`src/logic/riscv_lsu_pkg.sv`:
```
package riscv_lsu_pkg;

  // data and address width of the core
  localparam int XLEN = 64;

  // clint register map
  localparam logic [XLEN-1:0] CLINT_BASE     = 64'h0000_0000_0200_0000;
  localparam logic [XLEN-1:0] CLINT_MTIMECMP = CLINT_BASE + 64'h4000;
  localparam logic [XLEN-1:0] CLINT_MTIME    = CLINT_BASE + 64'hBFF8; // cycles since boot

  // data memory geometry
  localparam int DMEM_ADDR_W  = 8;                 // doubleword index width
  localparam int DMEM_IDX_LSB = 3;                 // skip byte offset in a doubleword
  localparam int DMEM_DEPTH   = 1 << DMEM_ADDR_W;  // 256 doublewords

  // which timer register an access targets
  typedef enum logic [1:0] {
    TREG_NONE     = 2'd0,
    TREG_MTIME    = 2'd1,
    TREG_MTIMECMP = 2'd2
  } timer_regsel_e;

endpackage

```
`src/logic/riscv_lsu_wb_stage.sv`:
```
`timescale 1ns/100ps

module riscv_lsu_wb_stage (
  input  logic                           i_riscv_lsu_clk,
  input  logic                           i_riscv_lsu_rst,
  input  logic                           i_riscv_lsu_globstall,
  input  logic                           i_riscv_lsu_dcache_rden,
  input  logic                           i_riscv_lsu_timer_rden,
  input  logic                           i_riscv_lsu_sc_valid,
  input  logic [riscv_lsu_pkg::XLEN-1:0] i_riscv_lsu_sc_rdvalue,
  input  logic [riscv_lsu_pkg::XLEN-1:0] i_riscv_lsu_dmem_rdata,
  input  logic [riscv_lsu_pkg::XLEN-1:0] i_riscv_lsu_timer_rdata,
  output logic [riscv_lsu_pkg::XLEN-1:0] o_riscv_lsu_wb_data,
  output logic                           o_riscv_lsu_wb_valid
);

  import riscv_lsu_pkg::*;

  logic            src_mem;
  logic            src_timer;
  logic            src_sc;
  logic            valid_q;
  logic [XLEN-1:0] sc_val;

  // result source, registered alongside the access stage
  always_ff @(posedge i_riscv_lsu_clk or posedge i_riscv_lsu_rst)
  begin
    if (i_riscv_lsu_rst)
    begin
      src_mem   <= 1'b0;
      src_timer <= 1'b0;
      src_sc    <= 1'b0;
      valid_q   <= 1'b0;
    end
    else if (i_riscv_lsu_globstall)
    begin
      valid_q <= 1'b0;  // sources hold
    end
    else
    begin
      src_mem   <= i_riscv_lsu_dcache_rden;
      src_timer <= i_riscv_lsu_timer_rden;
      src_sc    <= i_riscv_lsu_sc_valid;
      valid_q   <= i_riscv_lsu_dcache_rden || i_riscv_lsu_timer_rden || i_riscv_lsu_sc_valid;
    end
  end

  always_ff @(posedge i_riscv_lsu_clk)
  begin
    if (!i_riscv_lsu_globstall)
      sc_val <= i_riscv_lsu_sc_rdvalue;
  end

  // result select
  always_comb
  begin
    if (src_sc)
      o_riscv_lsu_wb_data = sc_val;
    else if (src_timer)
      o_riscv_lsu_wb_data = i_riscv_lsu_timer_rdata;
    else if (src_mem)
      o_riscv_lsu_wb_data = i_riscv_lsu_dmem_rdata;
    else
      o_riscv_lsu_wb_data = '0;
  end

  assign o_riscv_lsu_wb_valid = valid_q;

endmodule

```
`config.mk`:
```
export PLATFORM = sky130hd
export DESIGN_NAME = riscv_lsu_wb_stage
export DESIGN_NICKNAME = d
export VERILOG_FILES = /design/src/logic/riscv_lsu_pkg.sv /design/src/logic/riscv_lsu_wb_stage.sv
export SDC_FILE = /design/constraint.sdc
export NUM_CORES = 1
export LEC_CHECK = 0
export BUFFER_PORTS_ARGS = -buffer_cell sky130_fd_sc_hd__buf_2
export CORE_AREA = 2 2 102 104
export DETAILED_ROUTE_END_ITERATION = 10
export DIE_AREA = 0 0 104 106
export GPL_TIMING_DRIVEN = 1
export PLACE_DENSITY_LB_ADDON = 0.05
export SLEW_MARGIN = 0
export SYNTH_ARGS = -nofsm -noshare
export SYNTH_HDL_FRONTEND = slang
export SYNTH_SLANG_ARGS = --single-unit
```
`constraint.sdc`:
```
create_clock -name i_riscv_lsu_clk -period 2.6 [get_ports i_riscv_lsu_clk]
set_input_delay 0.26 -clock i_riscv_lsu_clk [delete_from_list [all_inputs] [get_ports i_riscv_lsu_clk]]
set_output_delay 0.26 -clock i_riscv_lsu_clk [all_outputs]
set_load 0.02 [all_outputs]
```
==> run_results.csv <==
group,metric,value,unit
global_route,grt_pass1_vias,3427,
worst_hold_path,min_to,"sc_val[4]",
synthesis,async_flop_share,0.0588,
synthesis,ys.warnings.count,0,
synthesis,syn_nets,564,
detailed_routing,wl_per_cell,13.9,µm
flow_run,cap_violations,0,
detailed_routing,avgViaCountPerCell,4.80,
synthesis,synth_edf_count,64,
floorplan,die_area,11000,µm²
power,powerDensity,555,nW/µm²
sta,fin_crit,2.22,ns
clock_tree,cts_sinks,68,
global_route,antenna_found_initial,0,
placed_design,gp_congestion,0.786,
sta,clock-skew-final,0,ns
final_layout,multi_input_area,1560,µm²
setup_path,crit_path_end_kind,"output pin",
sta,rsz0062_at_grt,"false",
clock_tree,post_cts_buffers,0,
sta,setup_tns,0,ns
synthesis,yosysSeqAreaShare,0.525,
placed_design,portBuffers,262,
floorplan,die_y,106,µm
final_layout,antenna_cells,0,
synthesis,synth_area_leader_cell,"edfxtp_1",
detailed_routing,drc,0,
detailed_routing,postRouteAntennaNets,0,
detailed_routing,firstDrtPassIters,4,
final_layout,seq_area,2030,µm²
clock_tree,clk_latency,0.31,ns
setup_path,reg2regPathDepth,2,
final_layout,fin_util,0.532,
detailed_routing,vias,3602,
final_layout,drive_gt1_frac,0.467,
setup_path,arrival,1.96,ns
final_layout,fin_nets,809,
sta,timing.fmax,0.451,GHz
synthesis,synthTopCellsByCount,"128 x a21oi_1, 64 x edfxtp_1, 64 x nand3b_1, 64 x nor2b_1, 18 x buf_2",
clock_tree,cts_inserted_buffers,9,
synthesis,ys_seq_elements,68,
power,leakage,2.28,nW
clock_tree,path_clk_slew,0.07,ns
synthesis,synthCells,366,
synthesis,synth-main-ff-cell,"edfxtp_1",
synthesis,syn_area,3850,µm²
clock_tree,tritoncts,"yes",
floorplan,core,10000,µm²
clock_tree,root_buffer,"clkbuf_8",
final_layout,area_growth,38.2,%
setup_path,criticalPathCategory,"flop to output pin",
power,total_power,2.95,mW
final_layout,fill_cells,972,
sta,slew_headroom,0.508,
floorplan,rows,37,
floorplan,ios,263,
setup_path,r2r_end,"src_mem",
setup_path,cp.required,2.34,ns
global_route,grt_overflow_total,0,
sta,setup_violations,0,
setup_path,ff2ff_setup_slack,1.26,ns
global_route,grt_usage,0.182,
synthesis,synth_area_leaders,"edfxtp_1 50%, a21oi_1 17%, nand3b_1 12%",
sta,final-max-slew-violation-count,0,
floorplan,die_w,104,µm
synthesis,syn_avg_cell_area,10.5,µm²
global_route,grt_pass1_wl,16100,µm
worst_hold_path,worstHoldStart,"i_riscv_lsu_sc_rdvalue[4]",
sta,hold_viol,0,
sta,worstMarginPinSlew,0.738,ns
worst_hold_path,holdPathStages,1,
setup_path,path_max_fanout,80,
placed_design,postPlaceCellArea,5160,µm²
worst_hold_path,min_path_type,"input port to flop",
placed_design,dp_hpwl,7750,µm
clock_tree,htreeDepth,3,
setup_path,regToRegStartpoint,"src_mem",
setup_path,start_kind,"flop",
sta,timing.final.crit_share,0.852,
synthesis,post-synth-top-count-cell,"a21oi_1",
synthesis,yosys.area.top_type_share,0.499,
floorplan,start_util,0.385,
detailed_routing,drt_wl_total,10500,µm
outcome,outcome,"finished, final reports clean",
final_layout,layout.cells.non_filler,750,
detailed_routing,drt_iter0_drc,166,
synthesis,synth_cell_types,13,
global_route,grt_max_degree,81,
clock_tree,cts_buffer_depth,2,
placed_design,placed_cells_incl_taps,735,
final_layout,postLayoutCellArea,5320,µm²
power,vdd_ir_drop_max,224,µV
## logic make-up (layout without fill, tap and decap cells)
logic type             after synthesis  in the layout  synth area share
AO/OA/AOI/OAI                      128            128             0.166
AND/OR/NAND/NOR                    130            130             0.231
flip-flops                          68             68             0.525
buffers and inverters               37            285            0.0683
multiplexers                         3              3           0.00878
## final cells by class
cell class              instances  area share
inverters                       2     0.00141
repair buffers                269       0.264
flip-flops and latches         68       0.381
clock inverters                 4     0.00353
well taps                     136      0.0320
multi-input cells             261       0.294
clock buffers                  10      0.0240
## critical path, stage by stage (launching register included)
cell,delay [ns]
dfrtp_4,0.88
buf_12,0.29
a21oi_1,0.07
a21oi_1,0.17
buf_2,0.19
## cells in the final DEF, fill, tap and decap left out, drive strengths merged
| cell | n |
|---|---|
| inv | 2 |
| clkinv | 4 |
| nor2 | 1 |
| mux2 | 3 |
| nor3 | 1 |
| dlygate4sd3 | 1 |
| nand3b | 64 |
| nor2b | 64 |
| clkbuf | 10 |
| buf | 268 |
| a21oi | 128 |
| edfxtp | 64 |
| dfrtp | 4 |
## sequential cells by signal, summed over array words and instances, names as in the netlist
| signal | flops |
|---|---|
| src_mem | 1 |
| sc_val | 64 |
| src_sc | 1 |
| o_riscv_lsu_wb_valid | 1 |
| src_timer | 1 |
## repair_timing
item / in CTS / in global routing
hold buffers: 1 / 0
resized for setup: 0 / 0
hold endpoints to repair: 4 / 0
## routing by layer
metal,vias up,part of all wire,track usage
met5,-,0,0
met4,0,0.017,0.0705
met3,14,0.074,0.0472
met2,162,0.50,0.320
met1,1608,0.41,0.214
li1,1818,-,-
## worst max path at each step
stage | startpoint | endpoint | slack, ns | depth (start not counted)
2_1_floorplan | i_riscv_lsu_globstall | sc_val[0] | 0.68 | 1
6_report | src_sc | o_riscv_lsu_wb_data[19] | 0.38 | 4
5_1_grt | src_sc | o_riscv_lsu_wb_data[24] | 0.21 | 4
3_3_place_gp | src_sc | o_riscv_lsu_wb_data[14] | 0.73 | 4
3_5_place_dp | src_sc | o_riscv_lsu_wb_data[21] | 0.72 | 4
4_1_cts | src_sc | o_riscv_lsu_wb_data[21] | 0.35 | 4
## where the power goes
group,switching [mW],internal (mW),total (mW)
Combinational,0.492,0.399,0.892
Clock,0.356,0.327,0.684
Sequential,0.0817,1.29,1.38
Total,0.930,2.02,2.95
## through the flow
| step | setup WS (ns) | hold slack [ns] |
|---|---|---|
| after global routing | 0.214 | 0.0692 |
| after global placement | 0.732 | 0.149 |
| after CTS | 0.354 | 0.0847 |
| after detailed placement | 0.723 | 0.163 |
| final | 0.384 | 0.104 |
| after floorplan | 0.680 | 0.0261 |
Note: power is estimated with default switching activity, not from simulation.
