File: config.mk
export PLATFORM = sky130hd
export DESIGN_NAME = riscv_lsu_clint_timer
export DESIGN_NICKNAME = d
export VERILOG_FILES = /design/src/logic/riscv_lsu_pkg.sv /design/src/logic/riscv_lsu_clint_timer.sv
export SDC_FILE = /design/constraint.sdc
export NUM_CORES = 1
export LEC_CHECK = 0
export CAP_MARGIN = 20
export CORE_MARGIN = 1
export CORE_UTILIZATION = 55
export CTS_CLUSTER_DIAMETER = 200
export CTS_CLUSTER_SIZE = 12
export DETAILED_ROUTE_END_ITERATION = 8
export DONT_BUFFER_PORTS = 1
export GPL_TIMING_DRIVEN = 0
export PLACE_DENSITY = 0.73
export SYNTH_ARGS = -nofsm -noshare
export SYNTH_HDL_FRONTEND = slang
export SYNTH_SLANG_ARGS = --single-unit
File: constraint.sdc
create_clock -name i_riscv_lsu_clk -period 5.26 [get_ports i_riscv_lsu_clk]
set_input_delay 0.263 -clock i_riscv_lsu_clk [delete_from_list [all_inputs] [get_ports i_riscv_lsu_clk]]
set_output_delay 0.263 -clock i_riscv_lsu_clk [all_outputs]
set_load 0.05 [all_outputs]
File: src/logic/riscv_lsu_pkg.sv
package riscv_lsu_pkg;

  // data and address width of the core
  localparam int XLEN = 64;

  // clint register map
  localparam logic [XLEN-1:0] CLINT_BASE     = 64'h0000_0000_0200_0000;
  localparam logic [XLEN-1:0] CLINT_MTIMECMP = CLINT_BASE + 64'h4000;
  localparam logic [XLEN-1:0] CLINT_MTIME    = CLINT_BASE + 64'hBFF8; // cycles since boot

  // data memory geometry
  localparam int DMEM_ADDR_W  = 8;                 // doubleword index width
  localparam int DMEM_IDX_LSB = 3;                 // skip byte offset in a doubleword
  localparam int DMEM_DEPTH   = 1 << DMEM_ADDR_W;  // 256 doublewords

  // which timer register an access targets
  typedef enum logic [1:0] {
    TREG_NONE     = 2'd0,
    TREG_MTIME    = 2'd1,
    TREG_MTIMECMP = 2'd2
  } timer_regsel_e;

endpackage

File: src/logic/riscv_lsu_clint_timer.sv
`timescale 1ns/100ps

module riscv_lsu_clint_timer (
  input  logic                           i_riscv_lsu_clk,
  input  logic                           i_riscv_lsu_rst,
  input  logic                           i_riscv_lsu_timer_wren,
  input  logic                           i_riscv_lsu_timer_rden,
  input  riscv_lsu_pkg::timer_regsel_e   i_riscv_lsu_timer_regsel,
  input  logic [riscv_lsu_pkg::XLEN-1:0] i_riscv_lsu_timer_wdata,
  output logic [riscv_lsu_pkg::XLEN-1:0] o_riscv_lsu_timer_rdata,
  output logic                           o_riscv_lsu_timer_irq
);

  import riscv_lsu_pkg::*;

  logic [XLEN-1:0] mtime;
  logic [XLEN-1:0] mtime_nxt;
  logic [XLEN-1:0] mtimecmp;
  logic            mtime_we;
  logic            mtimecmp_we;

  assign mtime_we    = i_riscv_lsu_timer_wren && (i_riscv_lsu_timer_regsel == TREG_MTIME);
  assign mtimecmp_we = i_riscv_lsu_timer_wren && (i_riscv_lsu_timer_regsel == TREG_MTIMECMP);

  // a write replaces the count, otherwise count up
  assign mtime_nxt = mtime_we ? i_riscv_lsu_timer_wdata : mtime + 1'b1;

  always_ff @(posedge i_riscv_lsu_clk or posedge i_riscv_lsu_rst)
  begin
    if (i_riscv_lsu_rst)
      mtime <= '0;
    else
      mtime <= mtime_nxt;
  end

  always_ff @(posedge i_riscv_lsu_clk or posedge i_riscv_lsu_rst)
  begin
    if (i_riscv_lsu_rst)
      mtimecmp <= '1;  // nothing pending out of reset
    else if (mtimecmp_we)
      mtimecmp <= i_riscv_lsu_timer_wdata;
  end

  // read returns mtime as it stands after this edge
  always_ff @(posedge i_riscv_lsu_clk or posedge i_riscv_lsu_rst)
  begin
    if (i_riscv_lsu_rst)
    begin
      o_riscv_lsu_timer_rdata <= '0;
    end
    else if (i_riscv_lsu_timer_rden)
    begin
      case (i_riscv_lsu_timer_regsel)
        TREG_MTIME:    o_riscv_lsu_timer_rdata <= mtime_nxt;
        TREG_MTIMECMP: o_riscv_lsu_timer_rdata <= mtimecmp;
        default:       o_riscv_lsu_timer_rdata <= '0;
      endcase
    end
  end

  // level interrupt, stays up until mtimecmp moves past mtime
  always_ff @(posedge i_riscv_lsu_clk or posedge i_riscv_lsu_rst)
  begin
    if (i_riscv_lsu_rst)
      o_riscv_lsu_timer_irq <= 1'b0;
    else
      o_riscv_lsu_timer_irq <= (mtime >= mtimecmp);
  end

endmodule

==> results by group <==
Final layout
  • Layout filler cell count: 1480
  • Layout area overhead: 15.4%
  • Post-layout instance count excluding filler cells: 1352
  • Number of nets in the layout: 1243
  • N_diodes: 0
  • Final instance area: 12100 um2
  • Layout cells sized above 1: 17.7%

Power
  • Sequential share of power: 48.9%
  • Combinational Power Share: 24.3%
  • P_sw: 1.65 mW
  • Tot Pwr: 4.64 mW
  • Pwr per Cell Area: 383 nW/um2
  • Clk pwr share: 26.8%
  • Cell Int Power: 2.99 mW
  • Sw Share: 35.5%
  • Leak pwr: 5.14 nW
  • Peak supply drop: 0.000258 V

Detailed routing
  • DR pass1 iterations: 8
  • Vias: 8382
  • Vias per cell: 6.20
  • Antenna-violating nets left: 0
  • Initial DRC Count: 716
  • DR WL/cell: 21.1 um
  • Post-route DRC: 0
  • Overall routed net length: 28.5 mm

Die
  • Die Ht: 140 um
  • Die Area: 19700 um2
  • Core area: 18700 um2
  • # IOs: 135
  • Starting Density: 56.2%
  • Die Span X: 140 um
  • Num rows: 50

Yosys
  • Syn_area_per_cell: 10.4 um2
  • Mapped cell area: 10500 um2
  • Sequential share of the synthesized area: 46.7%
  • #FFs+latches synth: 193
  • Syn Inst Count: 1015
  • Yosys cell types: 57
  • Synth warn: 0
  • Post-synth top flop: dfrtp_1
  • Synth Net Count: 1152
  • EDFF count, synth: 0
  • Synth async-reset ratio: 100%

CTS
  • H-tree depth: 4
  • Root Driver: clkbuf_16
  • Number of buffers created by CTS: 17
  • Setup bufs post-CTS: 0
  • Clk slew on worst S/H paths: 0.07 ns
  • TritonCTS Sinks: 193
  • CTS tree: yes
  • Hold-fix buffers, CTS: 66
  • Latest clock arrival within the worst-skew pair: 0.44 ns
  • CTS resizes: 0
  • Clock buffer depth: 2

STA
  • Setup TNS: 0 ns
  • WHS: 0.0136 ns
  • Final setup vio count: 0
  • Final period util: 54.7%
  • RSZ-0062 raised after global routing: no
  • Final Slew Violations: 0
  • Final Skew: 0.00965 ns
  • Max_slew headroom: 38.0%
  • Tmin final: 2.87 ns
  • Final Hold Viols: 0
  • Fmax: 348 MHz
  • Slew @ Worst Pin: 0.926 ns

Critical path
  • Critical path class: flip-flop to flip-flop
  • Worst path required time: 5.54 ns
  • Crit path max fanout: 3
  • CP cell instances: inv_1 -> ha_1 -> a21oi_1 -> o21ai_0 -> a221oi_1 -> o41ai_1 -> a2111oi_0 -> o21bai_1
  • Arrival @ worst endpoint: 3.16 ns
  • CP peak stage delay: 0.76 ns
  • Max stage delay cell, worst path: a2111oi_0
  • CP endpoint kind: flip-flop
  • CP Launch Type: flip-flop

Job
  • Max Cap Viol: 0

Status
  • Run status: finished clean

Global route
  • Tot GR Track Use: 30.1%
  • Vias in the first global route: 8527
  • Pin count of the biggest net entering global routing: 43
  • First-pass GRT wire length: 45.6 mm
  • Initial antenna violation count: 0
  • Grt ovf: 0

Placement
  • RePlAce Congestion: 0.884
  • Placed Cells: 1254
  • Placed Area: 10900 um2
  • Final HPWL DP: 20.1 mm
  • IO Port Bufs: 0

Hold path
  • HP Class: input port to flip-flop
## layer usage
layer,global-route usage [%],share of wire [%]
met5,0,0
met4,12.7,3.0
met3,6.97,7.5
met2,48.4,47
met1,39.2,42
## final timing paths
kind	start	end	slack [ns]	depth (start not counted)
min in group asynchronous	i_riscv_lsu_rst	mtime[23]$_DFF_PP0_	0.31	2
worst min register to register	mtimecmp[7]$_DFFE_PP1P_	o_riscv_lsu_timer_rdata[7]$_DFFE_PP0P_	0.54	2
worst max-delay path	mtimecmp[17]$_DFFE_PP1P_	o_riscv_lsu_timer_irq$_DFF_PP0_	2.39	8
max in group asynchronous	i_riscv_lsu_rst	mtimecmp[0]$_DFFE_PP1P_	4.09	4
worst min-delay path	i_riscv_lsu_timer_wdata[33]	mtime[33]$_DFF_PP0_	0.01	2
worst max register to register	mtimecmp[17]$_DFFE_PP1P_	o_riscv_lsu_timer_irq$_DFF_PP0_	2.39	8
## cell type report
class | count | area (um2) | share of cell area, %
inverters | 78 | 297 | 2.44
well taps | 234 | 293 | 2.41
clock buffers | 23 | 468 | 3.86
clock inverters | 8 | 81.3 | 0.670
multi-input cells | 697 | 5100 | 42.1
plain buffers | 47 | 214 | 1.76
flip-flops and latches | 193 | 4910 | 40.5
repair buffers | 72 | 771 | 6.35
## stage by stage
| step | worst slack [ns] | utilization (%) |
|---|---|---|
| after floorplan | 2.56 | - |
| after global placement | 1.43 | 57.8 |
| after detailed placement | 2.42 | 58.4 |
| after CTS | 2.38 | 64.8 |
| after global routing | 2.30 | 64.9 |
| final | 2.39 | 64.9 |
## kinds of logic after synthesis
family | Yosys count | share of synthesized area, %
AOI/OAI and AO/OA | 239 | 15.0
xor gates and xnor gates | 61 | 5.08
adders and majority gates | 67 | 7.97
buffers and inverters | 125 | 4.82
DFF | 193 | 46.7
muxes | 65 | 6.96
and+or+nand+nor | 265 | 13.5
## cells in the mapped netlist, types with 38 or more instances
library cell	n	area [um2]
a222oi_1	45	450
a21oi_1	82	410
dfrtp_1	129	3230
dfstp_2	64	1680
mux2_2	65	732
nor2_1	92	345
xnor2_1	41	359
inv_1	77	289
ha_1	67	838
clkbuf_1	38	143
o21ai_0	50	250
nand2_1	41	154
## worst max-delay path, delay by kind of cell, from the launching register on
kind	cells	cell delay [ns]
adders and majority gates	1	0.28
DFF	1	0.54
AOI/OAI and AO/OA	6	1.83
buffers and inverters	1	0.05
## power by group through the flow
stage	Combinational [mW]	Clock, mW	Sequential, mW
after floorplan	0.828	0	2.21
after global placement	1.01	0	2.28
after detailed placement	1.05	0	2.29
after CTS	1.12	1.26	2.26
after global routing	1.27	1.31	2.31
final	1.13	1.24	2.27
## state kept, by name, indices dropped and copies added (netlist names)
| register | count |
|---|---|
| mtime | 64 |
| mtimecmp | 64 |
| o_riscv_lsu_timer_rdata | 64 |
| o_riscv_lsu_timer_irq | 1 |
## layout by cell type, fill, tap and decap left out, types with 3 or more instances in the layout
master           n
nand2_1         41
nand4_2          6
nor4_1           3
nor3_2           4
a221o_1          9
nand3_1         33
o21ai_1         16
dfrtp_1        129
a22oi_1          7
nand3_2          3
nor4_2           4
nand4_1         16
xor2_1          20
buf_2            4
ha_1            67
and3_1          14
inv_1           76
dfstp_2         64
buf_12           5
o21ai_0         50
a21o_1           4
clkbuf_16       17
clkbuf_1        42
a221oi_1         3
o2bb2ai_1        7
nor2_1          92
clkbuf_8         3
clkinvlp_4       3
buf_6            3
mux2_2          65
nor3_1          25
a21oi_1         82
dlygate4sd3_1   67
a222oi_1        45
and2_1           5
xnor2_1         41
(Power assumes the default switching activity.)
