--- src/logic/riscv_lsu_pkg.sv ---
package riscv_lsu_pkg;

  // data and address width of the core
  localparam int XLEN = 64;

  // clint register map
  localparam logic [XLEN-1:0] CLINT_BASE     = 64'h0000_0000_0200_0000;
  localparam logic [XLEN-1:0] CLINT_MTIMECMP = CLINT_BASE + 64'h4000;
  localparam logic [XLEN-1:0] CLINT_MTIME    = CLINT_BASE + 64'hBFF8; // cycles since boot

  // data memory geometry
  localparam int DMEM_ADDR_W  = 8;                 // doubleword index width
  localparam int DMEM_IDX_LSB = 3;                 // skip byte offset in a doubleword
  localparam int DMEM_DEPTH   = 1 << DMEM_ADDR_W;  // 256 doublewords

  // which timer register an access targets
  typedef enum logic [1:0] {
    TREG_NONE     = 2'd0,
    TREG_MTIME    = 2'd1,
    TREG_MTIMECMP = 2'd2
  } timer_regsel_e;

endpackage

--- src/logic/riscv_lsu.sv ---
`timescale 1ns/100ps

module riscv_lsu (
  input  logic                               i_riscv_lsu_clk,
  input  logic                               i_riscv_lsu_rst,
  input  logic                               i_riscv_lsu_globstall,
  input  logic [riscv_lsu_pkg::XLEN-1:0]     i_riscv_lsu_address,      // rs1
  input  logic [riscv_lsu_pkg::XLEN-1:0]     i_riscv_lsu_alu_result,
  input  logic [1:0]                         i_riscv_lsu_lr,           // [1] lr, [0] size
  input  logic [1:0]                         i_riscv_lsu_sc,           // [1] sc, [0] size
  input  logic                               i_riscv_lsu_amo,
  input  logic                               i_riscv_lsu_dcache_wren,
  input  logic                               i_riscv_lsu_dcache_rden,
  input  logic                               i_riscv_lsu_goto_trap,    // from csr
  input  logic [1:0]                         i_riscv_lsu_return_trap,  // from csr
  input  logic                               i_riscv_lsu_misalignment, // no misaligned traps yet
  output logic                               o_riscv_lsu_dcache_wren,
  output logic                               o_riscv_lsu_dcache_rden,
  output logic [riscv_lsu_pkg::XLEN-1:0]     o_riscv_lsu_phy_address,
  output logic [riscv_lsu_pkg::XLEN-1:0]     o_riscv_lsu_sc_rdvalue,
  output logic                               o_riscv_lsu_timer_wren,
  output logic                               o_riscv_lsu_timer_rden,
  output riscv_lsu_pkg::timer_regsel_e       o_riscv_lsu_timer_regsel
);

  import riscv_lsu_pkg::*;

  // one-hot operation code
  typedef enum logic [4:0] {
    OP_NONE  = 5'b00000,
    OP_READ  = 5'b10000,
    OP_WRITE = 5'b01000,
    OP_LR    = 5'b00100,
    OP_SC    = 5'b00010,
    OP_AMO   = 5'b00001
  } lsu_op_e;

  lsu_op_e         op;
  logic            trap_active;
  logic            is_timer;     // address hits mtime or mtimecmp
  logic            sc_success;
  logic [XLEN-1:0] reserv_addr;
  logic            reserv_size;  // size bit of the lr
  logic            reserv_valid;

  assign trap_active = i_riscv_lsu_goto_trap || (|i_riscv_lsu_return_trap);

  assign is_timer = (i_riscv_lsu_alu_result == CLINT_MTIME) ||
                    (i_riscv_lsu_alu_result == CLINT_MTIMECMP);

  // atomics win over the plain strobes
  always_comb
  begin
    if (i_riscv_lsu_lr[1])
      op = OP_LR;
    else if (i_riscv_lsu_sc[1])
      op = OP_SC;
    else if (i_riscv_lsu_amo)
      op = OP_AMO;
    else if (i_riscv_lsu_dcache_wren)
      op = OP_WRITE;
    else if (i_riscv_lsu_dcache_rden)
      op = OP_READ;
    else
      op = OP_NONE;
  end

  assign sc_success = i_riscv_lsu_sc[1] &&
                      reserv_valid &&
                      (i_riscv_lsu_address == reserv_addr) &&
                      (reserv_size == i_riscv_lsu_sc[0]) &&
                      !trap_active;

  // reservation valid bit
  always_ff @(posedge i_riscv_lsu_clk or posedge i_riscv_lsu_rst)
  begin
    if (i_riscv_lsu_rst)
    begin
      reserv_valid <= 1'b0;
    end
    else if (!i_riscv_lsu_globstall)
    begin
      if (i_riscv_lsu_lr[1] && !trap_active)
        reserv_valid <= 1'b1;
      else if (i_riscv_lsu_sc[1])
        reserv_valid <= 1'b0; // any sc drops it
    end
  end

  // reserved address and size
  always_ff @(posedge i_riscv_lsu_clk)
  begin
    if (!i_riscv_lsu_globstall && i_riscv_lsu_lr[1] && !trap_active)
    begin
      reserv_addr <= i_riscv_lsu_address;
      reserv_size <= i_riscv_lsu_lr[0];
    end
  end

  // 0 on success, 1 on failure
  assign o_riscv_lsu_sc_rdvalue = {{(XLEN-1){1'b0}}, i_riscv_lsu_sc[1] && !sc_success};

  // data memory strobes and address
  always_comb
  begin
    o_riscv_lsu_dcache_rden = 1'b0;
    o_riscv_lsu_dcache_wren = 1'b0;
    o_riscv_lsu_phy_address = '0;
    case (op)
      OP_READ:
      begin
        o_riscv_lsu_dcache_rden = !trap_active && !is_timer;
        o_riscv_lsu_phy_address = i_riscv_lsu_alu_result;
      end
      OP_WRITE:
      begin
        o_riscv_lsu_dcache_wren = !trap_active && !is_timer;
        o_riscv_lsu_phy_address = i_riscv_lsu_alu_result;
      end
      OP_LR, OP_AMO:
      begin
        o_riscv_lsu_dcache_rden = !trap_active;
        o_riscv_lsu_phy_address = i_riscv_lsu_address;
      end
      OP_SC:
      begin
        o_riscv_lsu_dcache_wren = sc_success;
        o_riscv_lsu_phy_address = i_riscv_lsu_address;
      end
      default:
      begin
        o_riscv_lsu_dcache_rden = 1'b0;
      end
    endcase
  end

  // plain loads and stores to the clint go to the timer
  assign o_riscv_lsu_timer_wren = is_timer && (op == OP_WRITE) && !trap_active;
  assign o_riscv_lsu_timer_rden = is_timer && (op == OP_READ) && !trap_active;

  always_comb
  begin
    case (i_riscv_lsu_alu_result)
      CLINT_MTIME:    o_riscv_lsu_timer_regsel = TREG_MTIME;
      CLINT_MTIMECMP: o_riscv_lsu_timer_regsel = TREG_MTIMECMP;
      default:        o_riscv_lsu_timer_regsel = TREG_NONE;
    endcase
  end

endmodule

--- config.mk ---
export PLATFORM = sky130hd
export DESIGN_NAME = riscv_lsu
export DESIGN_NICKNAME = d
export VERILOG_FILES = /design/src/logic/riscv_lsu_pkg.sv /design/src/logic/riscv_lsu.sv
export SDC_FILE = /design/constraint.sdc
export NUM_CORES = 1
export LEC_CHECK = 0
export ABC_AREA = 1
export BUFFER_PORTS_ARGS = -buffer_cell sky130_fd_sc_hd__buf_2
export CORE_MARGIN = 4
export CORE_UTILIZATION = 30
export CTS_CLUSTER_SIZE = 14
export DETAILED_ROUTE_END_ITERATION = 12
export GPL_TIMING_DRIVEN = 0
export PLACE_DENSITY = 0.63
export SYNTH_ARGS = -nofsm -noshare
export SYNTH_HDL_FRONTEND = slang
export SYNTH_SLANG_ARGS = --single-unit
--- constraint.sdc ---
create_clock -name i_riscv_lsu_clk -period 3.1 [get_ports i_riscv_lsu_clk]
set_input_delay 0.465 -clock i_riscv_lsu_clk [delete_from_list [all_inputs] [get_ports i_riscv_lsu_clk]]
set_output_delay 0.465 -clock i_riscv_lsu_clk [all_outputs]
set_load 0.02 [all_outputs]
==> results of run 1 <==
path summary, 6_finish.rpt:
kind | from | to | slack (ns) | depth (start not counted)
min in group asynchronous | i_riscv_lsu_rst | reserv_valid | 0.50 | 3
worst max-delay path | reserv_addr[18] | o_riscv_lsu_sc_rdvalue[0] | 0.70 | 11
worst max register to register | reserv_valid | reserv_valid | 2.44 | 2
max in group asynchronous | i_riscv_lsu_rst | reserv_valid | 2.51 | 3
worst min-delay path | i_riscv_lsu_lr[0] | reserv_size | 0.30 | 1
worst min register to register | reserv_valid | reserv_valid | 0.52 | 2
cell type report:
cell class | count | area share [%]
Buffer | 75 | 8.03
Clock buffer | 11 | 3.54
Clock inverter | 5 | 0.323
Inverter | 151 | 8.66
Multi-Input combinational cell | 408 | 28.6
Sequential cell | 66 | 30.1
Tap cell | 211 | 4.01
Timing Repair Buffer | 214 | 16.8
where the power goes:
part           switching, mW  internal (mW)
Clock                  0.368          0.530
Sequential           0.00712           1.00
Combinational          0.392          0.237
kinds of logic after synthesis:
kind of cell           Yosys count  synth area share (%)
XOR/XNOR                        16                  2.97
AO/OA/AOI/OAI                   93                  11.3
buffers and inverters          226                  23.3
other                            1                0.0796
flip-flops                      66                  42.0
AND/OR/NAND/NOR                236                  20.4
stage by stage:
stage                     utilization, %  cells  TNS (ns)
after floorplan                        -    700         0
after CTS                           42.9   1141         0
after detailed placement            41.2   1124         0
final                               42.9   1141         0
after global routing                42.9   1141         0
after global placement              40.9   1122    -50.80
routing by layer:
layer	part of all wire [%]	vias up
li1	-	2472
met1	42	2114
met2	49	222
met3	7.7	16
met4	1.4	0
met5	0	-
cell usage in the layout, fill, tap and decap left out, drive strengths merged:
cell type	n
nor4	6
xnor2	11
dlygate4sd3	1
nand3	10
buf	284
nand2	151
nor2	49
clkbuf	15
xor2	5
a21boi	2
clkinv	5
conb	63
dfrtp	1
nand4	15
nor3	5
o21ai	49
edfxtp	65
o22ai	42
inv	151
registers in the layout (all words and copies together), names as in the netlist:
name / cells
reserv_addr: 64
reserv_size: 1
reserv_valid: 1
==> impl_table.tex, run 1 <==
\begin{tabular}{lr}
\hline
Metric & Value \\
\hline
\multicolumn{2}{l}{\textbf{Outcome}} \\
Status & finished clean \\
\multicolumn{2}{l}{\textbf{Run}} \\
Number of violations of the max-capacitance limit & 0 \\
\multicolumn{2}{l}{\textbf{Placement}} \\
Worst setup slack before clock tree synthesis & 0.688 ns \\
Routability congestion estimate & between 0.8 and 0.9 \\
Placed cell area & about 0.0063 sq mm \\
Number of buffers added on ports & approximately 210 \\
Placed wire-length estimate & 14800 microns \\
\multicolumn{2}{l}{\textbf{Die}} \\
Die footprint & 0.0178 sq mm \\
Number of ports placed on the die boundary & about 280 \\
Initial core utilization & 30.8\% \\
Die width & 133 microns \\
Cell Rows & 45 \\
Placeable Area & $\sim$0.015 sq mm \\
Vertical extent of the die & 133 microns \\
\multicolumn{2}{l}{\textbf{Drt}} \\
Iteration-0 DRC Markers & approximately 250 \\
Antenna-violating nets left & 0 \\
Number of iterations in the first detailed-routing pass & 5 \\
Average wire per cell in the routed design & $\sim$15 microns \\
Wire length after detailed routing & 17500 microns \\
Vias/cell & 4.23 \\
Final routed DRC violation total & 0 \\
Number of vias after detailed routing & 4824 \\
\multicolumn{2}{l}{\textbf{Timing}} \\
Setup Viol. Count Final & 0 \\
Post-route minimum period & approximately 2.4 ns \\
Worst clock skew & 0 ns \\
Final Hold Fails & 0 \\
Max Transition Viols Final & 0 \\
Tightest Pin Transition & 0.563 ns \\
Period Utilization, post-route & 77.4\% \\
Max Clk Rate & approximately 420 MHz \\
Hold WS & 0.303 ns \\
Max-Slew Margin vs Limit & around 62\% \\
Final worst-path setup slack & between 0.7 and 0.8 ns \\
Unrepaired setup endpoints after global routing & no \\
\multicolumn{2}{l}{\textbf{Critical path}} \\
Critical Path Sink Type & output port \\
Sort of element at the start of the critical path & flip-flop \\
Start-to-end type of the worst setup path & reg2out \\
Critical Path Most Common Cell & sky130\_fd\_sc\_hd\_\_nand2\_1 \\
Bufs and invs on worst path & 2 \\
Largest stage delay on the critical path & 0.38 ns \\
Dominant delay contributor by cell family on the critical path & simple AND/OR/NAND/NOR gates \\
List of cells traversed by the critical path & nand2\_1 -> o21ai\_0 -> nor2\_1 -> nand2\_1 -> nor2\_1 -> nand2\_1 -> nor2\_1 -> nand3\_1 -> nand2\_1 -> inv\_1 -> buf\_2 \\
Slowest stage cell on the critical path & sky130\_fd\_sc\_hd\_\_edfxtp\_1 \\
Worst path required time & 2.63 ns \\
Critical path arrival & slightly below 2 ns \\
Crit Path Max Fanout & 2 \\
\multicolumn{2}{l}{\textbf{Clocking}} \\
Number of gates resized after cts & 0 \\
Clk root buf & sky130\_fd\_sc\_hd\_\_clkbuf\_16 \\
Buffer count from post-CTS setup fixing & 0 \\
Hold-fix buffers at CTS & 1 \\
Depth of the CTS H-tree & 3 \\
Number of sinks on the clock net & 66 \\
Clock-pin slew on the worst setup and hold paths & 0.05 ns \\
Worst-Skew Late Latency & 0.33 ns \\
Number of CTS-inserted buffers & 9 \\
Number of buffers on the longest clock path & 2 \\
Clock tree from TritonCTS & yes \\
\multicolumn{2}{l}{\textbf{Synth}} \\
Cell Area, Synth & 0.00471 sq mm \\
Number of register bits inferred by synthesis & 66 \\
Area share of the largest cell type after synthesis & 41.4\% \\
Number of flops mapped to enable cells by yosys & 65 \\
Library cell with the largest summed area after synthesis & sky130\_fd\_sc\_hd\_\_edfxtp\_1 \\
Distinct cell type count of the synthesized netlist & 22 \\
List of most frequent post-synthesis cells & sky130\_fd\_sc\_hd\_\_inv\_1 (150), sky130\_fd\_sc\_hd\_\_nand2\_1 (150), sky130\_fd\_sc\_hd\_\_edfxtp\_1 (65) \\
Mean instance size in the synthesized netlist & about 7.4 sq um \\
Proportion of register bits with asynchronous set or reset after synthesis & under 10\% \\
Top\_reg\_cell synth & sky130\_fd\_sc\_hd\_\_edfxtp\_1 \\
Cells after Synth & approximately 640 \\
Biggest area contributors in the synthesized netlist & sky130\_fd\_sc\_hd\_\_edfxtp\_1 (41\%), sky130\_fd\_sc\_hd\_\_inv\_1 (12\%), sky130\_fd\_sc\_hd\_\_nand2\_1 (12\%), sky130\_fd\_sc\_hd\_\_buf\_4 (10\%), sky130\_fd\_sc\_hd\_\_o22ai\_1 (5.6\%) \\
Share of the yosys chip area belonging to registers & between 40\% and 50\% \\
Number of warning messages in the yosys log & 0 \\
\multicolumn{2}{l}{\textbf{Global route}} \\
Maximum number of pins on one net before global-route repair & 34 \\
Antenna violations before repair & 0 \\
All-layer global routing usage & 19.2\% \\
Met2 global-route usage & 33.3\% \\
Number of global-route vias before repair & 4631 \\
Most used routing layer in global routing & met2 \\
Wire length of the first global-routing pass & 25600 microns \\
Global-route track usage on met3 & 4.00\% \\
GR Layer Usage met1 & 23.8\% \\
Leftover overflow at the end of global routing & 0 \\
\multicolumn{2}{l}{\textbf{Layout}} \\
Sequential cell area & 0.00198 sq mm \\
Relative area change from synthesis to final layout & 39.6\% \\
Combined area of the multi-input logic cells & 0.00188 sq mm \\
Number of filler cells placed in the layout & 1621 \\
Share of final-layout standard cells stronger than drive strength 1 & between 30 and 40\% \\
Count of nets after finishing & 1067 \\
Diode count & 0 \\
Cell area after layout & 0.00658 sq mm \\
\multicolumn{2}{l}{\textbf{Power and ir drop}} \\
Static leakage & about 3.6 nW \\
Overall power after layout & about 2.5 mW \\
Worst VDD drop & between 0.00015 and 0.0002 V \\
Power density of the placed cells & 385 mW/mm\^{}2 \\
\multicolumn{2}{l}{\textbf{Worst hold path}} \\
Hold crit path type & in2reg \\
\hline
\end{tabular}
(Power assumes the default switching activity.)
==> run 2, diff against run 1 <==
==> constraint.sdc (replaced) <==
create_clock -name i_riscv_lsu_clk -period 2.5 [get_ports i_riscv_lsu_clk]
set_input_delay 0.375 -clock i_riscv_lsu_clk [delete_from_list [all_inputs] [get_ports i_riscv_lsu_clk]]
set_output_delay 0.375 -clock i_riscv_lsu_clk [all_outputs]
set_load 0.02 [all_outputs]
==> run 2 against run 1 <==
Final cell count stayed put. Utilization about the same. Setup slack got worse by 0.48 ns. Largest power group unchanged. Wire length is 1.2% lower. Clock skew is the same. First-iteration DRC count decreased by 11%. Highest routed layer unchanged. Largest cell class unchanged. Total power grew 24%. Flip-flop and latch count stayed put.
==> impl_table.tex, run 2 (same netlist as run 1, synthesis figures left out) <==
\begin{tabular}{lr}
\hline
Metric & Value \\
\hline
\multicolumn{2}{l}{\textbf{Clocking}} \\
Clock tree from TritonCTS & yes \\
Clk root buf & sky130\_fd\_sc\_hd\_\_clkbuf\_16 \\
Depth of the CTS H-tree & 3 (unchanged) \\
Number of CTS-inserted buffers & 9 (unchanged) \\
Number of buffers on the longest clock path & 2 (unchanged) \\
Number of sinks on the clock net & 66 (unchanged) \\
Clock-pin slew on the worst setup and hold paths & 0.06 ns (about the same) \\
Hold-fix buffers at CTS & 1 (unchanged) \\
Worst-Skew Late Latency & 0.33 ns (about the same) \\
Number of gates resized after cts & 0 (unchanged) \\
Buffer count from post-CTS setup fixing & 0 (unchanged) \\
\multicolumn{2}{l}{\textbf{Layout}} \\
Relative area change from synthesis to final layout & 39.6\% (about the same) \\
Most common cell after layout, fill and taps aside & sky130\_fd\_sc\_hd\_\_buf\_2 \\
Number of flip-flops under the largest register name & 64 (unchanged) \\
Commonest cells after routing, fill and taps aside & sky130\_fd\_sc\_hd\_\_buf\_2 (219), sky130\_fd\_sc\_hd\_\_inv\_1 (150), sky130\_fd\_sc\_hd\_\_nand2\_1 (150) \\
Count of nets after finishing & 1067 (unchanged) \\
Diode count & 0 (unchanged) \\
Biggest regs & reserv\_addr x64, reserv\_size x1, reserv\_valid x1 \\
Register with the highest flop count & reserv\_addr \\
Share of final-layout standard cells stronger than drive strength 1 & 32.3\% (+0.11 points) \\
Number of filler cells placed in the layout & 1619 (-0.12\%) \\
\multicolumn{2}{l}{\textbf{Die}} \\
Die width & 133 microns (unchanged) \\
Vertical extent of the die & 133 microns (unchanged) \\
Placeable Area & 0.0153 sq mm (unchanged) \\
Die footprint & 0.0178 sq mm (unchanged) \\
Cell Rows & 45 (unchanged) \\
Initial core utilization & 30.8\% (unchanged) \\
Number of ports placed on the die boundary & 276 (unchanged) \\
\multicolumn{2}{l}{\textbf{Drt}} \\
Average wire per cell in the routed design & 15.2 microns (-1.2\%) \\
Antenna-violating nets left & 0 (unchanged) \\
Number of iterations in the first detailed-routing pass & 5 (unchanged) \\
Iteration-0 DRC Markers & 220 (-11\%) \\
Wire length after detailed routing & 17300 microns (-1.2\%) \\
Vias/cell & 4.22 (-0.29\%) \\
Final routed DRC violation total & 0 (unchanged) \\
Number of vias after detailed routing & 4810 (-0.29\%) \\
\multicolumn{2}{l}{\textbf{Placement}} \\
Routability congestion estimate & 0.863 (+1.4\%) \\
Number of buffers added on ports & 211 (unchanged) \\
Placed wire-length estimate & 14800 microns (about the same) \\
\multicolumn{2}{l}{\textbf{Critical path}} \\
Start-to-end type of the worst setup path & reg2out \\
Critical path arrival & 1.90 ns (-0.03 ns) \\
Worst path required time & 2.12 ns (-0.51 ns) \\
Flop-to-flop setup slack & 1.85 ns (-0.59 ns) \\
Worst setup path startpoint & reserv\_addr[37] \\
Crit Path Max Fanout & 2 (unchanged) \\
End point of the critical path & o\_riscv\_lsu\_dcache\_wren \\
Startpoint of the most critical register-to-register path & reserv\_valid \\
Number of cells on the worst reg-to-reg path & 2 (unchanged) \\
Worst reg2reg endpoint & reserv\_valid \\
Sort of element at the start of the critical path & flip-flop \\
Critical Path Sink Type & output port \\
\multicolumn{2}{l}{\textbf{Power and ir drop}} \\
Worst VDD drop & 0.000227 V (+15\%) \\
Static leakage & 3.63 nW (about the same) \\
Overall power after layout & 3.14 mW (+24\%) \\
Power density of the placed cells & 478 mW/mm\^{}2 (+24\%) \\
\multicolumn{2}{l}{\textbf{Global route}} \\
Antenna violations before repair & 0 (unchanged) \\
Most used routing layer in global routing & met2 \\
GR Layer Usage met1 & 23.2\% (-0.67 points) \\
Met2 global-route usage & 31.6\% (-1.7 points) \\
Number of global-route vias before repair & 4656 (+0.54\%) \\
Wire length of the first global-routing pass & 25100 microns (-2.0\%) \\
All-layer global routing usage & 18.7\% (-0.49 points) \\
Maximum number of pins on one net before global-route repair & 31 (-8.8\%) \\
Leftover overflow at the end of global routing & 0 (unchanged) \\
Global-route track usage on met3 & 3.97\% (-0.038 points) \\
\multicolumn{2}{l}{\textbf{Worst hold path}} \\
Hold crit path type & in2reg \\
\multicolumn{2}{l}{\textbf{Timing}} \\
Max-Slew Margin vs Limit & 60.5\% (-1.9 points) \\
Setup Viol. Count Final & 0 (unchanged) \\
Period Utilization, post-route & 91.1\% \\
Unrepaired setup endpoints after global routing & no \\
Sum of negative setup slack & 0 ns (unchanged) \\
Tightest Pin Transition & 0.592 ns (+0.0290 ns) \\
Final Hold Fails & 0 (unchanged) \\
Max Clk Rate & 439 MHz \\
Hold WS & 0.216 ns (-0.0874 ns) \\
Max Transition Viols Final & 0 (unchanged) \\
Worst clock skew & 0 ns (unchanged) \\
Post-route minimum period & 2.28 ns \\
\multicolumn{2}{l}{\textbf{Run}} \\
Number of violations of the max-capacitance limit & 0 (unchanged) \\
\multicolumn{2}{l}{\textbf{Outcome}} \\
Status & finished clean \\
\hline
\end{tabular}
## run 2: worst min path at each step
stage,start,to,slack [ns],cells past startpoint
5_1_grt,i_riscv_lsu_lr[0],reserv_size,0.20,1
4_1_cts,i_riscv_lsu_lr[0],reserv_size,0.20,1
3_5_place_dp,i_riscv_lsu_rst,reserv_valid,0.21,2
3_3_place_gp,i_riscv_lsu_rst,reserv_valid,0.21,2
2_1_floorplan,i_riscv_lsu_rst,reserv_valid,0.10,1
6_report,i_riscv_lsu_lr[0],reserv_size,0.22,1
## run 2: layer usage
layer  up-vias  part of all wire, %
li1       2477                    -
met5         -                    0
met3        26                  7.5
met1      2097                   42
met2       210                   48
met4         0                  2.9
## run 2: layout make-up
class                           count  area, sq um  share of cell area [%]
Sequential cell                    66         1980                    30.1
Multi-Input combinational cell    408         1880                    28.6
Timing Repair Buffer              214         1110                    16.8
Inverter                          151          569                    8.66
Buffer                             75          528                    8.03
Tap cell                          211          264                    4.01
Clock buffer                       12          236                    3.60
Clock inverter                      4         18.8                   0.285
## run 2: per-stage QoR
| stage | instances | cell area (sq um) | setup slack (ns) | utilization, % |
|---|---|---|---|---|
| 3_3_place_gp | 1122 | 6270 | -0.228 | 41.0 |
| 5_1_grt | 1141 | 6580 | 0.00175 | 42.9 |
| 4_1_cts | 1141 | 6580 | 0.176 | 42.9 |
| 6_report | 1141 | 6580 | 0.223 | 42.9 |
| 2_1_floorplan | 700 | 4950 | 0.428 | - |
| 3_5_place_dp | 1124 | 6310 | 0.265 | 41.2 |
## run 2: worst max-delay path: stages (launching register included)
cell and delay, ns:
sky130_fd_sc_hd__edfxtp_1 0.38, sky130_fd_sc_hd__nand2_1 0.08, sky130_fd_sc_hd__nand2_1 0.05, sky130_fd_sc_hd__nor2_1 0.20
sky130_fd_sc_hd__nand2_1 0.15, sky130_fd_sc_hd__nor2_1 0.13, sky130_fd_sc_hd__nand2_1 0.06, sky130_fd_sc_hd__nor2_1 0.17
sky130_fd_sc_hd__nand4_1 0.11, sky130_fd_sc_hd__nand2_1 0.07, sky130_fd_sc_hd__buf_2 0.17
## run 2: power breakdown
group	leakage, nW	internal [mW]	total (mW)	switching (mW)
Combinational	2.91	0.294	0.780	0.486
Clock	0.128	0.663	1.11	0.451
Sequential	0.601	1.24	1.25	0.00892
Total	3.63	2.20	3.14	0.946
==> run 3, diff against run 2 <==
--- a/config.mk
+++ b/config.mk
@@ -5,14 +5,14 @@
 export SDC_FILE = /design/constraint.sdc
 export NUM_CORES = 1
 export LEC_CHECK = 0
-export ABC_AREA = 1
+export ABC_AREA = 0
 export BUFFER_PORTS_ARGS = -buffer_cell sky130_fd_sc_hd__buf_2
 export CORE_MARGIN = 4
 export CORE_UTILIZATION = 30
 export CTS_CLUSTER_SIZE = 14
 export DETAILED_ROUTE_END_ITERATION = 12
 export GPL_TIMING_DRIVEN = 0
-export PLACE_DENSITY = 0.63
+export PLACE_DENSITY = 0.65
 export SYNTH_ARGS = -nofsm -noshare
 export SYNTH_HDL_FRONTEND = slang
 export SYNTH_SLANG_ARGS = --single-unit
==> run 3 against run 2 <==
The run now ends with negative setup slack left. Worst hold slack better by 0.0044 ns. Final cell count down 26%. Non-clock buffer count up 5. Combinational power about the same. Wire length down 4.7%. Synthesized cell count down 42%. Via count down 16%. Clock power about the same. Sequential power about the same. First-iteration DRC count up 36%. Critical path type unchanged. Critical endpoint unchanged. Largest power group unchanged.
==> impl_table.tex, run 3 <==
\begin{tabular}{lr}
\hline
Metric & Value \\
\hline
\multicolumn{2}{l}{\textbf{Outcome}} \\
Status & finished with violations \\
Violated checks & negative setup slack \\
\multicolumn{2}{l}{\textbf{Global route}} \\
Number of global-route vias before repair & 4113 (-12\%) \\
GR Layer Usage met1 & 24.2\% (+1.0 points) \\
Met2 global-route usage & 34.9\% (+3.3 points) \\
Global-route track usage on met3 & 4.36\% (+0.40 points) \\
All-layer global routing usage & 19.7\% (+0.96 points) \\
Most used routing layer in global routing & met2 \\
Wire length of the first global-routing pass & 23900 microns (-4.9\%) \\
Leftover overflow at the end of global routing & 0 (unchanged) \\
Maximum number of pins on one net before global-route repair & 22 (-29\%) \\
Antenna violations before repair & 1 (+1) \\
\multicolumn{2}{l}{\textbf{Placement}} \\
Number of buffers added on ports & 211 (unchanged) \\
Worst setup slack before clock tree synthesis & -0.389 ns (-0.655 ns) \\
Placed wire-length estimate & 13600 microns (-8.0\%) \\
Routability congestion estimate & 0.851 (-1.4\%) \\
\multicolumn{2}{l}{\textbf{Die}} \\
Die footprint & 0.0159 sq mm (-11\%) \\
Cell Rows & 42 (-6.7\%) \\
Number of ports placed on the die boundary & 276 (unchanged) \\
Die width & 126 microns (-5.6\%) \\
Placeable Area & 0.0135 sq mm (-12\%) \\
Initial core utilization & 31.0\% (+0.23 points) \\
Vertical extent of the die & 126 microns (-5.6\%) \\
\multicolumn{2}{l}{\textbf{Timing}} \\
Sum of negative setup slack & -0.108 ns (-0.108 ns) \\
Final Hold Fails & 0 (unchanged) \\
Setup Viol. Count Final & 3 (+3) \\
Period Utilization, post-route & 102\% (+11 points) \\
Max Clk Rate & 392 MHz (-11\%) \\
Worst clock skew & 0 ns (unchanged) \\
Post-route minimum period & 2.55 ns (+0.272 ns) \\
Tightest Pin Transition & 0.623 ns (+0.0309 ns) \\
Unrepaired setup endpoints after global routing & yes \\
Max Transition Viols Final & 0 (unchanged) \\
Max-Slew Margin vs Limit & 58.4\% (-2.1 points) \\
Final worst-path setup slack & -0.0494 ns (-0.272 ns) \\
Hold WS & 0.220 ns (+0.00439 ns) \\
\multicolumn{2}{l}{\textbf{Critical path}} \\
Sort of element at the start of the critical path & flip-flop \\
Worst reg2reg endpoint & reserv\_valid \\
Worst path required time & 2.12 ns (about the same) \\
Critical Path Sink Type & output port \\
Critical path arrival & 2.17 ns (+0.27 ns) \\
Startpoint of the most critical register-to-register path & reserv\_valid \\
Flop-to-flop setup slack & 1.87 ns (+0.02 ns) \\
Number of cells on the worst reg-to-reg path & 1 (-1) \\
Start-to-end type of the worst setup path & reg2out \\
Crit Path Max Fanout & 2 (unchanged) \\
\multicolumn{2}{l}{\textbf{Synth}} \\
Library cell with the largest summed area after synthesis & sky130\_fd\_sc\_hd\_\_edfxtp\_1 \\
List of most frequent post-synthesis cells & sky130\_fd\_sc\_hd\_\_edfxtp\_1 (65), sky130\_fd\_sc\_hd\_\_buf\_4 (63), sky130\_fd\_sc\_hd\_\_a22o\_1 (57) \\
Distinct cell type count of the synthesized netlist & 42 (+91\%) \\
Top\_reg\_cell synth & sky130\_fd\_sc\_hd\_\_edfxtp\_1 \\
Mean instance size in the synthesized netlist & 11.3 sq um (+53\%) \\
Cell Area, Synth & 0.00417 sq mm (-11\%) \\
Number of flops mapped to enable cells by yosys & 65 (unchanged) \\
Top-count cell post-synth & sky130\_fd\_sc\_hd\_\_edfxtp\_1 \\
Cells after Synth & 369 (-42\%) \\
Number of register bits inferred by synthesis & 66 (unchanged) \\
Area share of the largest cell type after synthesis & 46.8\% (+5.4 points) \\
Share of the yosys chip area belonging to registers & 47.4\% (+5.5 points) \\
Biggest area contributors in the synthesized netlist & sky130\_fd\_sc\_hd\_\_edfxtp\_1 (47\%), sky130\_fd\_sc\_hd\_\_a22o\_1 (12\%), sky130\_fd\_sc\_hd\_\_buf\_4 (11\%), sky130\_fd\_sc\_hd\_\_xor2\_1 (5.9\%), sky130\_fd\_sc\_hd\_\_xnor2\_1 (5.0\%) \\
Proportion of register bits with asynchronous set or reset after synthesis & 1.52\% (unchanged) \\
Number of warning messages in the yosys log & 0 (unchanged) \\
\multicolumn{2}{l}{\textbf{Drt}} \\
Vias/cell & 4.83 (+15\%) \\
Final routed DRC violation total & 0 (unchanged) \\
Number of vias after detailed routing & 4055 (-16\%) \\
Iteration-0 DRC Markers & 300 (+36\%) \\
Antenna-violating nets left & 0 (unchanged) \\
Wire length after detailed routing & 16500 microns (-4.7\%) \\
Number of iterations in the first detailed-routing pass & 4 (-1) \\
Average wire per cell in the routed design & 19.6 microns (+29\%) \\
\multicolumn{2}{l}{\textbf{Layout}} \\
Commonest cells after routing, fill and taps aside & sky130\_fd\_sc\_hd\_\_buf\_2 (209), sky130\_fd\_sc\_hd\_\_buf\_4 (67), sky130\_fd\_sc\_hd\_\_edfxtp\_1 (65) \\
Count of nets after finishing & 801 (-25\%) \\
Share of final-layout standard cells stronger than drive strength 1 & 48.3\% (+16 points) \\
Register with the highest flop count & reserv\_addr \\
Diode count & 0 (unchanged) \\
Most common cell after layout, fill and taps aside & sky130\_fd\_sc\_hd\_\_buf\_2 \\
Number of flip-flops under the largest register name & 64 (unchanged) \\
Relative area change from synthesis to final layout & 49.2\% \\
Biggest regs & reserv\_addr x64, reserv\_size x1, reserv\_valid x1 \\
Share of the core filled with cells in the final layout & 46.3\% (+3.3 points) \\
\multicolumn{2}{l}{\textbf{Run}} \\
Number of violations of the max-capacitance limit & 0 (unchanged) \\
\multicolumn{2}{l}{\textbf{Clocking}} \\
Number of sinks on the clock net & 66 (unchanged) \\
Number of buffers on the longest clock path & 2 (unchanged) \\
Depth of the CTS H-tree & 3 (unchanged) \\
Number of CTS-inserted buffers & 9 (unchanged) \\
Clock tree from TritonCTS & yes \\
Clk root buf & sky130\_fd\_sc\_hd\_\_clkbuf\_16 \\
Worst-Skew Late Latency & 0.33 ns (about the same) \\
Clock-pin slew on the worst setup and hold paths & 0.06 ns (about the same) \\
\multicolumn{2}{l}{\textbf{Worst hold path}} \\
Count of cells along the worst hold path & 1 (unchanged) \\
Destination of the worst hold path & reserv\_size \\
Hold crit path type & in2reg \\
Startpoint of the worst hold path & i\_riscv\_lsu\_lr[0] \\
\multicolumn{2}{l}{\textbf{Power and ir drop}} \\
Overall power after layout & 3.13 mW (-0.36\%) \\
Power density of the placed cells & 503 mW/mm\^{}2 (+5.3\%) \\
Worst VDD drop & 0.000225 V (-1.1\%) \\
Static leakage & 2.83 nW (-22\%) \\
\hline
\end{tabular}
run 3: repair_timing:
| action | in CTS | in global routing |
|---|---|---|
| pin swaps | 9 | 8 |
| buffers inserted | 0 | 2 |
| endpoints found under the setup margin | 65 | 13 |
| resized for setup | 25 | 12 |
| endpoints found under the hold margin | 1 | 0 |
| hold buffers | 1 | 0 |
run 3: cells by family (layout without fill, tap and decap cells):
group / after synthesis / count (layout) / synth area share, %
AOI/OAI and AO/OA: 82 / 82 / 16.3
other: 1 / 63 / 0.0899
and+or+nand+nor: 75 / 75 / 11.2
xor gates and xnor gates: 52 / 52 / 10.9
buffers and inverters: 93 / 326 / 14.0
DFF: 66 / 66 / 47.4
run 3: metal layers:
layer  wire length (microns)  share of wire (%)
met1                    6520                 39
met2                    8560                 52
met3                    1290                7.8
met4                     125               0.76
met5                       8              0.048
run 3: power by group:
part	internal (mW)	switching (mW)	total, mW
sequential	1.24	0.00878	1.25
combinational	0.313	0.465	0.777
clock	0.657	0.448	1.11
total	2.21	0.922	3.13
run 3: worst max-delay path: stages (launching register included):
cell                       delay, ns
sky130_fd_sc_hd__edfxtp_1       0.37
sky130_fd_sc_hd__xor2_1         0.16
sky130_fd_sc_hd__nor4_2         0.33
sky130_fd_sc_hd__nand4_1        0.19
sky130_fd_sc_hd__nor4_4         0.22
sky130_fd_sc_hd__nand4_1        0.23
sky130_fd_sc_hd__o21ai_1        0.19
sky130_fd_sc_hd__buf_4          0.16
run 3: area by class of cell:
class                   count  area (sq um)
flip-flops and latches     66          1980
clock inverters             5          21.3
fillers                  1329          7230
plain buffers              76           531
repair buffers            218          1170
inverters                  16          60.1
clock buffers              11           233
well taps                 176           220
multi-input cells         272          2010
run 3: worst max-delay path by stage:
stage / from / end / slack (ns) / cells after the start
floorplan: i_riscv_lsu_return_trap[1] / reserv_addr[0] / -0.27 / 2
global placement: i_riscv_lsu_return_trap[1] / reserv_addr[9] / -1.22 / 3
detailed placement: i_riscv_lsu_alu_result[19] / o_riscv_lsu_dcache_rden / -0.39 / 8
CTS: reserv_addr[19] / o_riscv_lsu_sc_rdvalue[0] / -0.11 / 7
global route: reserv_addr[19] / o_riscv_lsu_dcache_wren / -0.17 / 7
finish: reserv_addr[19] / o_riscv_lsu_dcache_wren / -0.05 / 7
run 3: per-stage QoR:
step                      area, sq um  std cells
final                            6220        840
after detailed placement         5770        822
after global placement           5700        818
after floorplan                  4430        431
after global routing             6220        840
after CTS                        6160        838
